### config.mk
export PLATFORM = sky130hd
export DESIGN_NAME = conv_top
export DESIGN_NICKNAME = d
export VERILOG_FILES = /design/src/hw/conv_pkg.sv /design/src/hw/image_memory.sv /design/src/hw/window_sequencer.sv /design/src/hw/conv_lane.sv /design/src/hw/partial_sum_store.sv /design/src/hw/conv_top.sv
export VERILOG_INCLUDE_DIRS = /design/src /design/src/hw
export SDC_FILE = /design/constraint.sdc
export NUM_CORES = 2
export LEC_CHECK = 0
export BUFFER_PORTS_ARGS = -buffer_cell sky130_fd_sc_hd__buf_2
export CAP_MARGIN = 40
export CORE_MARGIN = 2
export CORE_UTILIZATION = 50
export CTS_CLUSTER_DIAMETER = 40
export DETAILED_ROUTE_END_ITERATION = 12
export PLACE_DENSITY = 0.76
export SYNTH_ARGS = -nofsm -noshare
export SYNTH_HDL_FRONTEND = slang
export SYNTH_SLANG_ARGS = --single-unit
### constraint.sdc
create_clock -name clk -period 6.35 [get_ports clk]
set_clock_uncertainty 0.2 [all_clocks]
set_input_delay 0.3175 -clock clk [delete_from_list [all_inputs] [get_ports clk]]
set_output_delay 0.3175 -clock clk [all_outputs]
set_load 0.01 [all_outputs]
### src/hw/conv_params.svh
`ifndef CONV_PARAMS_SVH
`define CONV_PARAMS_SVH

// window geometry
`define CONV_KERN_SZ 3
`define CONV_TAPS 9

// image geometry, one window per output column
`define CONV_IMG_W 6
`define CONV_DEPTH_PAIRS 3
`define CONV_OUT_W 4

// data widths
`define CONV_PIX_W 8
`define CONV_LANE_W 20
`define CONV_ACC_W 24

`endif

### src/hw/conv_pkg.sv
`default_nettype none

`include "conv_params.svh"

package conv_pkg;

  typedef logic [`CONV_PIX_W-1:0] pixel_t;

  // low half feeds lane 0, high half lane 1
  typedef logic [2*`CONV_PIX_W-1:0] pixel_pair_t;

  typedef logic [`CONV_PIX_W-1:0] weight_t;

  typedef logic [$clog2(`CONV_DEPTH_PAIRS*`CONV_KERN_SZ*`CONV_IMG_W)-1:0] img_addr_t;

  typedef logic [$clog2(`CONV_TAPS)-1:0] tap_t;

  typedef logic [$clog2(`CONV_OUT_W)-1:0] col_t;

  typedef logic [`CONV_LANE_W-1:0] lane_sum_t;

  typedef logic [`CONV_ACC_W-1:0] acc_t;

endpackage

`default_nettype wire

### src/hw/image_memory.sv
`timescale 1ns/1ns
`default_nettype none

`include "conv_params.svh"

module image_memory (
  input  wire                    clk,
  input  wire                    wr_en,
  input  wire conv_pkg::img_addr_t   wr_addr,
  input  wire conv_pkg::pixel_pair_t wr_data,
  input  wire                    rd_en,
  input  wire conv_pkg::img_addr_t   rd_addr,
  output conv_pkg::pixel_pair_t  rd_data
);

  localparam int WORDS = `CONV_DEPTH_PAIRS * `CONV_KERN_SZ * `CONV_IMG_W;

  // one word per (pair, row, column)
  conv_pkg::pixel_pair_t mem [WORDS];

  always_ff @(posedge clk) begin
    if (wr_en) begin
      mem[wr_addr] <= wr_data;
    end
  end

  // read register holds its value between reads
  always_ff @(posedge clk) begin
    if (rd_en) begin
      rd_data <= mem[rd_addr];
    end
  end

endmodule

`default_nettype wire

### src/hw/window_sequencer.sv
`timescale 1ns/1ns
`default_nettype none

`include "conv_params.svh"

module window_sequencer (
  input  wire                 clk,
  input  wire                 rst,
  input  wire                 start,
  output logic                busy,
  output logic                rd_en,
  output conv_pkg::img_addr_t rd_addr,
  output logic                mac_en,
  output conv_pkg::tap_t      mac_tap,
  output logic                mac_last,
  output conv_pkg::col_t      win_col,
  output logic                win_first_pass,
  output logic                win_final
);

  typedef enum logic {
    IDLE,
    RUN
  } state_t;

  state_t state;

  logic [$clog2(`CONV_DEPTH_PAIRS)-1:0] pair;
  conv_pkg::col_t                       col;
  logic [$clog2(`CONV_KERN_SZ)-1:0]     krow;
  logic [$clog2(`CONV_KERN_SZ)-1:0]     kcol;

  logic last_kcol;
  logic last_krow;
  logic last_tap;
  logic last_col;
  logic last_pair;

  assign last_kcol = (kcol == `CONV_KERN_SZ - 1);
  assign last_krow = (krow == `CONV_KERN_SZ - 1);
  assign last_tap  = last_kcol && last_krow;
  assign last_col  = (col == `CONV_OUT_W - 1);
  assign last_pair = (pair == `CONV_DEPTH_PAIRS - 1);

  assign busy  = (state == RUN);
  assign rd_en = busy;

  // pixel address ((pair * K + row) * W) + column
  assign rd_addr = conv_pkg::img_addr_t'(((pair * `CONV_KERN_SZ + krow) * `CONV_IMG_W)
                                         + col + kcol);

  // counters wrap back to zero on the last read
  always_ff @(posedge clk) begin
    if (rst) begin
      state <= IDLE;
      pair  <= '0;
      col   <= '0;
      krow  <= '0;
      kcol  <= '0;
    end else begin
      case (state)
        IDLE: begin
          if (start) begin
            state <= RUN;
          end
        end
        RUN: begin
          kcol <= last_kcol ? '0 : kcol + 1'b1;
          if (last_kcol) begin
            krow <= last_krow ? '0 : krow + 1'b1;
          end
          if (last_tap) begin
            col <= last_col ? '0 : col + 1'b1;
          end
          if (last_tap && last_col) begin
            pair <= last_pair ? '0 : pair + 1'b1;
          end
          if (last_tap && last_col && last_pair) begin
            state <= IDLE;
          end
        end
        default: state <= IDLE;
      endcase
    end
  end

  // tags trail the read by one cycle to line up with rd_data
  always_ff @(posedge clk) begin
    if (rst) begin
      mac_en   <= 1'b0;
      mac_last <= 1'b0;
    end else begin
      mac_en   <= busy;
      mac_last <= busy && last_tap;
    end
  end

  always_ff @(posedge clk) begin
    mac_tap        <= conv_pkg::tap_t'(krow * `CONV_KERN_SZ + kcol);
    win_col        <= col;
    win_first_pass <= (pair == '0);
    win_final      <= last_col && last_pair;
  end

endmodule

`default_nettype wire

### src/hw/conv_lane.sv
`timescale 1ns/1ns
`default_nettype none

`include "conv_params.svh"

module conv_lane (
  input  wire                   clk,
  input  wire                   rst,
  input  wire                   krnl_wr_en,
  input  wire conv_pkg::tap_t   krnl_wr_tap,
  input  wire conv_pkg::weight_t krnl_wr_data,
  input  wire conv_pkg::pixel_t pixel,
  input  wire                   mac_en,
  input  wire conv_pkg::tap_t   mac_tap,
  input  wire                   mac_last,
  output conv_pkg::lane_sum_t   sum,
  output logic                  sum_valid
);

  conv_pkg::weight_t weights [`CONV_TAPS];

  logic [2*`CONV_PIX_W-1:0] product;
  conv_pkg::lane_sum_t      acc;
  conv_pkg::lane_sum_t      acc_next;

  // kernel register file
  always_ff @(posedge clk) begin
    if (krnl_wr_en) begin
      weights[krnl_wr_tap] <= krnl_wr_data;
    end
  end

  assign product = pixel * weights[mac_tap];

  // tap 0 starts a fresh window
  assign acc_next = ((mac_tap == '0) ? '0 : acc) + conv_pkg::lane_sum_t'(product);

  always_ff @(posedge clk) begin
    if (mac_en) begin
      acc <= acc_next;
    end
  end

  always_ff @(posedge clk) begin
    if (rst) begin
      sum_valid <= 1'b0;
    end else begin
      sum_valid <= mac_en && mac_last;
    end
  end

  // acc still holds the full window while sum_valid is high
  assign sum = acc;

endmodule

`default_nettype wire

### src/hw/partial_sum_store.sv
`timescale 1ns/1ns
`default_nettype none

`include "conv_params.svh"

module partial_sum_store (
  input  wire                      clk,
  input  wire                      rst,
  input  wire conv_pkg::lane_sum_t sum0,
  input  wire conv_pkg::lane_sum_t sum1,
  input  wire                      sum_valid,
  input  wire conv_pkg::col_t      win_col,
  input  wire                      win_first_pass,
  input  wire                      win_final,
  input  wire conv_pkg::col_t      res_rd_addr,
  output conv_pkg::acc_t           res_rd_data,
  output logic                     done
);

  conv_pkg::acc_t mem [`CONV_OUT_W];

  conv_pkg::col_t col_q;
  logic           first_q;
  logic           final_q;

  conv_pkg::acc_t acc_base;
  conv_pkg::acc_t acc_new;
  logic           wrote_final;

  // sampled every cycle; in the sum_valid cycle this is the mac_last view
  always_ff @(posedge clk) begin
    col_q   <= win_col;
    first_q <= win_first_pass;
    final_q <= win_final;
  end

  // first depth pass overwrites whatever an earlier run left behind
  assign acc_base = first_q ? '0 : mem[col_q];
  assign acc_new  = acc_base + conv_pkg::acc_t'(sum0) + conv_pkg::acc_t'(sum1);

  always_ff @(posedge clk) begin
    if (sum_valid) begin
      mem[col_q] <= acc_new;
    end
  end

  // host read port
  always_ff @(posedge clk) begin
    res_rd_data <= mem[res_rd_addr];
  end

  // done one edge after the last column's final write
  always_ff @(posedge clk) begin
    if (rst) begin
      wrote_final <= 1'b0;
      done        <= 1'b0;
    end else begin
      wrote_final <= sum_valid && final_q;
      done        <= wrote_final;
    end
  end

endmodule

`default_nettype wire

### src/hw/conv_top.sv
`timescale 1ns/1ns
`default_nettype none

`include "conv_params.svh"

module conv_top (
  input  wire                        clk,
  input  wire                        rst,
  input  wire                        img_wr_en,
  input  wire conv_pkg::img_addr_t   img_wr_addr,
  input  wire conv_pkg::pixel_pair_t img_wr_data,
  input  wire                        krnl0_wr_en,
  input  wire                        krnl1_wr_en,
  input  wire conv_pkg::tap_t        krnl_wr_tap,
  input  wire conv_pkg::weight_t     krnl_wr_data,
  input  wire                        start,
  output logic                       busy,
  output logic                       done,
  input  wire conv_pkg::col_t        res_rd_addr,
  output conv_pkg::acc_t             res_rd_data
);

  logic                  rd_en;
  conv_pkg::img_addr_t   rd_addr;
  conv_pkg::pixel_pair_t rd_data;

  logic           mac_en;
  conv_pkg::tap_t mac_tap;
  logic           mac_last;
  conv_pkg::col_t win_col;
  logic           win_first_pass;
  logic           win_final;

  conv_pkg::lane_sum_t sum0;
  conv_pkg::lane_sum_t sum1;
  logic                sum_valid0;

  image_memory img_mem0 (
    .clk     (clk),
    .wr_en   (img_wr_en),
    .wr_addr (img_wr_addr),
    .wr_data (img_wr_data),
    .rd_en   (rd_en),
    .rd_addr (rd_addr),
    .rd_data (rd_data)
  );

  window_sequencer seq0 (
    .clk            (clk),
    .rst            (rst),
    .start          (start),
    .busy           (busy),
    .rd_en          (rd_en),
    .rd_addr        (rd_addr),
    .mac_en         (mac_en),
    .mac_tap        (mac_tap),
    .mac_last       (mac_last),
    .win_col        (win_col),
    .win_first_pass (win_first_pass),
    .win_final      (win_final)
  );

  // even channel
  conv_lane lane0 (
    .clk          (clk),
    .rst          (rst),
    .krnl_wr_en   (krnl0_wr_en),
    .krnl_wr_tap  (krnl_wr_tap),
    .krnl_wr_data (krnl_wr_data),
    .pixel        (rd_data[`CONV_PIX_W-1:0]),
    .mac_en       (mac_en),
    .mac_tap      (mac_tap),
    .mac_last     (mac_last),
    .sum          (sum0),
    .sum_valid    (sum_valid0)
  );

  // odd channel in lockstep with lane0
  conv_lane lane1 (
    .clk          (clk),
    .rst          (rst),
    .krnl_wr_en   (krnl1_wr_en),
    .krnl_wr_tap  (krnl_wr_tap),
    .krnl_wr_data (krnl_wr_data),
    .pixel        (rd_data[2*`CONV_PIX_W-1:`CONV_PIX_W]),
    .mac_en       (mac_en),
    .mac_tap      (mac_tap),
    .mac_last     (mac_last),
    .sum          (sum1),
    .sum_valid    ()
  );

  partial_sum_store store0 (
    .clk            (clk),
    .rst            (rst),
    .sum0           (sum0),
    .sum1           (sum1),
    .sum_valid      (sum_valid0),
    .win_col        (win_col),
    .win_first_pass (win_first_pass),
    .win_final      (win_final),
    .res_rd_addr    (res_rd_addr),
    .res_rd_data    (res_rd_data),
    .done           (done)
  );

endmodule

`default_nettype wire

After elaboration in Yosys (flattened, before gate mapping). Memories as Yosys holds them, arrays and structs flattened. A register that Yosys moved wholly into a read port is not among the register bits. Index checks and enable logic that the tools add are counted.

Add/subtract/negate cells: 12. Multiply operators: 5. Equality and inequality tests: 4. Mux-type cells: 18. Bitwise gates (word level): 1. Reduce and logical (&&, ||, !) cells: 12.

Operators with widths (count): $add A24 B20 Y24 (2); $add A20 B16 Y20 (2); $mux W20 (2); $mul A32 B2 Y5 const B (1); $mul A8 B8 Y16 (2); $mux W24 (1); $add A6 B2 Y6 (2); $mux W1 (10); $add A2 B1 Y2 const B (4); $eq A2 B2 Y1 const B (4); $mul A2 B2 Y4 const B (2); $mux W2 (4); $logic_and A1 B1 Y1 (7); $reduce_and A2 Y1 (3); $add A4 B2 Y5 (1); $add A4 B2 Y4 (1); $logic_not A4 Y1 (1); $logic_not A2 Y1 (1); $pmux W1 S2 (1); $not A1 Y1 (1).

Flip-flop bits (word level): 66. Memory bits (writable): 1104. Input bits: 42. Output and inout port bits: 26. Logic and storage cells: 75. Memories kept: 4.

Memories: img_mem0.mem (depth 54, bits a word 16, rd ports 1, clocked after memory_dff 1, wr ports 1, RTL line image_memory.sv:19) `conv_pkg::pixel_pair_t mem [WORDS];`; store0.mem (depth 4, bits a word 24, rd ports 2, clocked after memory_dff 2, wr ports 1, RTL line partial_sum_store.sv:20) `` conv_pkg::acc_t mem [`CONV_OUT_W]; ``; lane0.weights (depth 9, bits a word 8, rd ports 1, clocked after memory_dff 1, wr ports 1, RTL line conv_lane.sv:20) `` conv_pkg::weight_t weights [`CONV_TAPS]; ``; lane1.weights (depth 9, bits a word 8, rd ports 1, clocked after memory_dff 1, wr ports 1, RTL line conv_lane.sv:20).

Longest topological paths before layout.
Word-level depth: 6. Mapped depth: 22. Depth with buffers taken out: 20.

Cells and area by module. Synthesis repeated with hierarchy kept, for this count alone.

Cells, all modules: 3204. Area, all modules: 54172.0 µm².

Modules (own cells, without submodules): image_memory (instances 1, cells an instance 1694, area an instance 34066.4 µm², sequential area each 26425.3 µm²); conv_lane at lane0 (instances 1, cells an instance 510, area an instance 6382.4 µm², sequential area each 2782.7 µm²); conv_lane at lane1 (instances 1, cells an instance 504, area an instance 6341.1 µm², sequential area each 2782.7 µm²); partial_sum_store (instances 1, cells an instance 379, area an instance 6243.5 µm², sequential area each 3483.3 µm²); window_sequencer (instances 1, cells an instance 117, area an instance 1138.6 µm², sequential area each 380.4 µm²).

Least setup slack after synthesis. No wires, ideal clock.

Kind: register to register. Start point: register seq0.mac_tap[0]. End point: register lane1.acc[18], in the netlist lane1.sum[18], data pin. Setup time: 262 ps. Data arrival time: 5541 ps. Data required time: 5888 ps. Slack: 348 ps. Cell stages (with the launch flop): 22. Path buffers: 2. Period minus slack after synthesis: 6002 ps. Cells stage by stage: dfxtp_1 buf_2 buf_2 mux4_2 mux2i_1 nor2_1 a21oi_1 nor2b_1 fa_1 inv_1 fa_1 inv_1 fa_1 inv_1 fa_1 inv_1 ha_1 a21oi_1 a21oi_1 o41ai_1 o31ai_1 xnor2_1.

Cells in the longest elaborated chain, start to end: 3.

Ends and longest elaborated chain: start, declared (RTL line window_sequencer.sv:14) `output conv_pkg::tap_t mac_tap,`; start signal, assigned (RTL line window_sequencer.sv:99) `` mac_tap <= conv_pkg::tap_t'(krow * `CONV_KERN_SZ + kcol); ``; $logic_not A4 Y1 (RTL line conv_lane.sv:36) `assign acc_next = ((mac_tap == '0) ? '0 : acc) + conv_pkg::lane_sum_t'(product);`; $mux W20 (RTL line conv_lane.sv:36); $add A20 B16 Y20 (RTL line conv_lane.sv:36); net lane1.acc_next[18] (RTL line conv_lane.sv:24) `conv_pkg::lane_sum_t acc_next;`; end signal, assigned (RTL line conv_lane.sv:40) `acc <= acc_next;`; end, declared (RTL line conv_lane.sv:23) `conv_pkg::lane_sum_t acc;`.

The timed path passes the listed nets, and every way through them passes these cells. A chain may end at the register's enable or synchronous reset.

Final worst setup path. Ends and elaborated chain as after synthesis.

==> flow_summary.json <==
{
  "ys_types": 66,
  "wl_per_cell_um": 24.63,
  "layout_min_cycle_time_ns": 5.978,
  "rsz0062_at_grt": "no",
  "arrival_ns": 6.27,
  "mostFrequentLayoutCell": "edfxtp_1",
  "crit_slowest_cell": "mux4_2",
  "grt_usage": 0.2173,
  "layout_common_cells": "edfxtp_1, mux4_2, inv_1, nand2_1, clkbuf_16",
  "design_area_um2": 62190,
  "start_util": 0.5029,
  "ios": 68,
  "ys_ff_latch": 1210,
  "async_flop_share": 0,
  "outcome": "complete, no violations",
  "grt_start_max_net_pins": 54,
  "io_buffers": 67,
  "pre_cts_ws_ns": 0.3194,
  "critPathLaunchType": "flop",
  "synth.area.top_cells": "edfxtp_1, mux4_2, fa_1",
  "gr-total-overflow": 0,
  "dp_cells": 4509,
  "clk_pin_slew_ns": 0.06,
  "num_rows": 120,
  "globalplace.congestion": 0.8461,
  "fin_nets": 3583,
  "worstSetupPathType": "flop to flop",
  "drc": 0,
  "max_stage_delay_ns": 0.52,
  "vias": 28044,
  "cts_root_buffer": "clkbuf_16",
  "p_leak_nw": 21.33,
  "area_delta_synth_final_pct": 15.85,
  "power_density_nw_per_um2": 352.8,
  "worst_hold_path_type": "primary input to flop",
  "synth_area_per_cell_um2": 17.85,
  "path_max_fanout": 16,
  "cap_violations": 0,
  "switching_share": 0.2750,
  "synth_ff_type": "edfxtp_1",
  "wl_um": 118800,
  "required_ns": 6.64,
  "comb_power_share": 0.189,
  "slew_headroom": 0.3596,
  "cts.sinks": 1210,
  "finalPower_w": 0.02194,
  "die_x_um": 331.7,
  "crit_chain": "buf_12 > mux4_2 > mux2i_1 > nor2_1 > a21oi_1 > buf_4 > nor2b_1 > fa_1 > fa_1 > inv_1 > fa_1 > fa_1 > inv_1 > ha_1 > a21o_1 > a21oi_1 > a21oi_1 > o41ai_1 > buf_4 > o31ai_1 > xnor2_1",
  "drt_first_pass_iters": 5,
  "power_frac_seq": 0.429,
  "viasPerCell": 5.811,
  "setup-violations-final": 0,
  "synth_top_cell_area_share": 0.6488,
  "synth-edff-count": 1160,
  "dr.first_iter.drc_count": 2766,
  "hpwl_um": 76490,
  "worstMarginPinSlew_ns": 0.9606,
  "dieHeight_um": 331.7,
  "grt_pass1_vias": 28736,
  "vdd_drop_max_mv": 0.2666,
  "worst_slack_ns": 0.3724,
  "regToRegSetupSlack_ns": 0.37,
  "drive_above_1_share": 0.2469,
  "instances_no_fill": 4826,
  "drtAntennaViolNets": 0,
  "period_share": 0.9414,
  "place_area_um2": 56810,
  "grt_pass1_wl_um": 178300,
  "yosys_warnings": 0,
  "endpoint_kind": "flop",
  "cts_buffers": 148,
  "post_cts_buffers": 0,
  "die-area_um2": 110000,
  "core_um2": 106800,
  "clk-insertion-delay-late_ns": 0.77,
  "ys_seq_area_frac": 0.6675,
  "antenna_found_initial": 9,
  "synth.net_count": 3297,
  "p_sw_w": 0.006034,
  "synth.largest_area_cell": "edfxtp_1",
  "slew_viol_final": 0,
  "timing.fmax_ghz": 0.1673,
  "intPower_w": 0.01591,
  "cpMostUsedCell": "fa_1",
  "p_clk_frac": 0.381,
  "hold_viol_final": 0,
  "cts.htree.levels": 4,
  "tns_ns": 0,
  "syn_inst": 3008,
  "cts_tree": "yes",
  "cts_buffer_depth": 3,
  "synth_area_um2": 53690
}
==> metal layers <==
layer  vias up  GRT usage  wire, um  part of all wire
met2      1120     0.3697     61130              0.51
met1     14450     0.2812     45430              0.38
met4         6    0.08686      4052             0.034
met3       236    0.03468      8195             0.069
met5         -          0        35           0.00029
li1      12232          -         -                 -
==> per-stage QoR <==
stage / hold slack [ns] / utilization
2_1_floorplan: 0.1096 / -
6_report: 0.03566 / 0.5826
3_5_place_dp: 0.1132 / 0.5322
5_1_grt: 0.05857 / 0.5825
3_3_place_gp: 0.1102 / 0.5269
4_1_cts: 0.003930 / 0.5825
==> cell type report <==
type                    instances  area, um^2
diodes                          4       10.01
inverters                     203       762.0
fillers                      7623       44560
repair buffers                254        2268
clock buffers                 170        3870
flip-flops and latches       1210       35840
clock inverters               105        1120
multi-input cells            1477       16570
well taps                    1403        1755
==> power by group through the flow <==
stage                     combinational (W)  clock, W  sequential (W)
after CTS                           0.00418   0.00848         0.00942
after global routing                0.00466   0.00880         0.00943
after floorplan                     0.00305         0         0.00952
final                               0.00416   0.00837         0.00941
after detailed placement            0.00410         0         0.00959
after global placement              0.00400         0         0.00960
==> worst paths after layout <==
check | from | end | cells after the start
setup reg to reg | seq0.mac_tap[0]$_DFF_P_ | lane1.sum[18]$_DFFE_PP_ | 21
hold / removal | krnl_wr_tap[2] | lane0.weights[3][5]$_DFFE_PP_ | 4
setup / recovery | seq0.mac_tap[0]$_DFF_P_ | lane1.sum[18]$_DFFE_PP_ | 21
hold reg to reg | seq0.win_first_pass$_DFF_P_ | store0.first_q$_DFF_P_ | 0
==> synth_stat cells, drive strengths merged (3+ instances only) <==
cell	number
nor3	29
edfxtp	1160
nand4	5
dfxtp	50
a21o	21
or3	5
xor2	15
nor2	142
nand3	20
mux2i	68
a21oi	87
nand2b	29
and3	5
a221oi	17
nor4	4
o211ai	5
o41ai	5
clkbuf	67
nand3b	4
inv	203
o21ai	23
o21a	5
o21bai	9
a31oi	5
fa	128
o22ai	16
nand2	153
and2	27
mux2	49
buf	51
a211oi	21
ha	119
xnor2	33
mux4	289
or2	3
nor2b	109
==> sequential cells by signal (all words and copies together), names as in the netlist, 4 cells and up <==
register,cells
lane0.sum,20
store0.mem,96
img_mem0.rd_data,16
img_mem0.mem,864
store0.res_rd_data,24
seq0.mac_tap,4
lane0.weights,72
lane1.weights,72
lane1.sum,20
==> critical path, delay by kind of cell, from the launching register on <==
kind	cells	cell delay, ns
mux	2	0.66
buf+inv	5	0.70
compound gates	6	1.30
simple gates	2	0.13
flops	1	0.37
fa+ha+maj	5	2.25
xor+xnor	1	0.12
==> timing repair <==
item,CTS,global route
endpoints found under the setup margin,0,1
hold buffers,38,0
hold endpoints to repair,807,0
resized for setup,0,1
==> logic make-up (layout without fill, tap and decap cells) <==
group,Yosys count,after routing,share of synthesized area
xor gates and xnor gates,48,48,0.007971
AOI/OAI and AO/OA,232,232,0.02990
other,0,4,0
muxes,406,406,0.1442
DFF,1210,1210,0.6675
adders and majority gates,247,247,0.07546
buffers and inverters,321,732,0.02575
and+or+nand+nor,544,544,0.04924
Note: power is estimated with default switching activity, not from simulation.
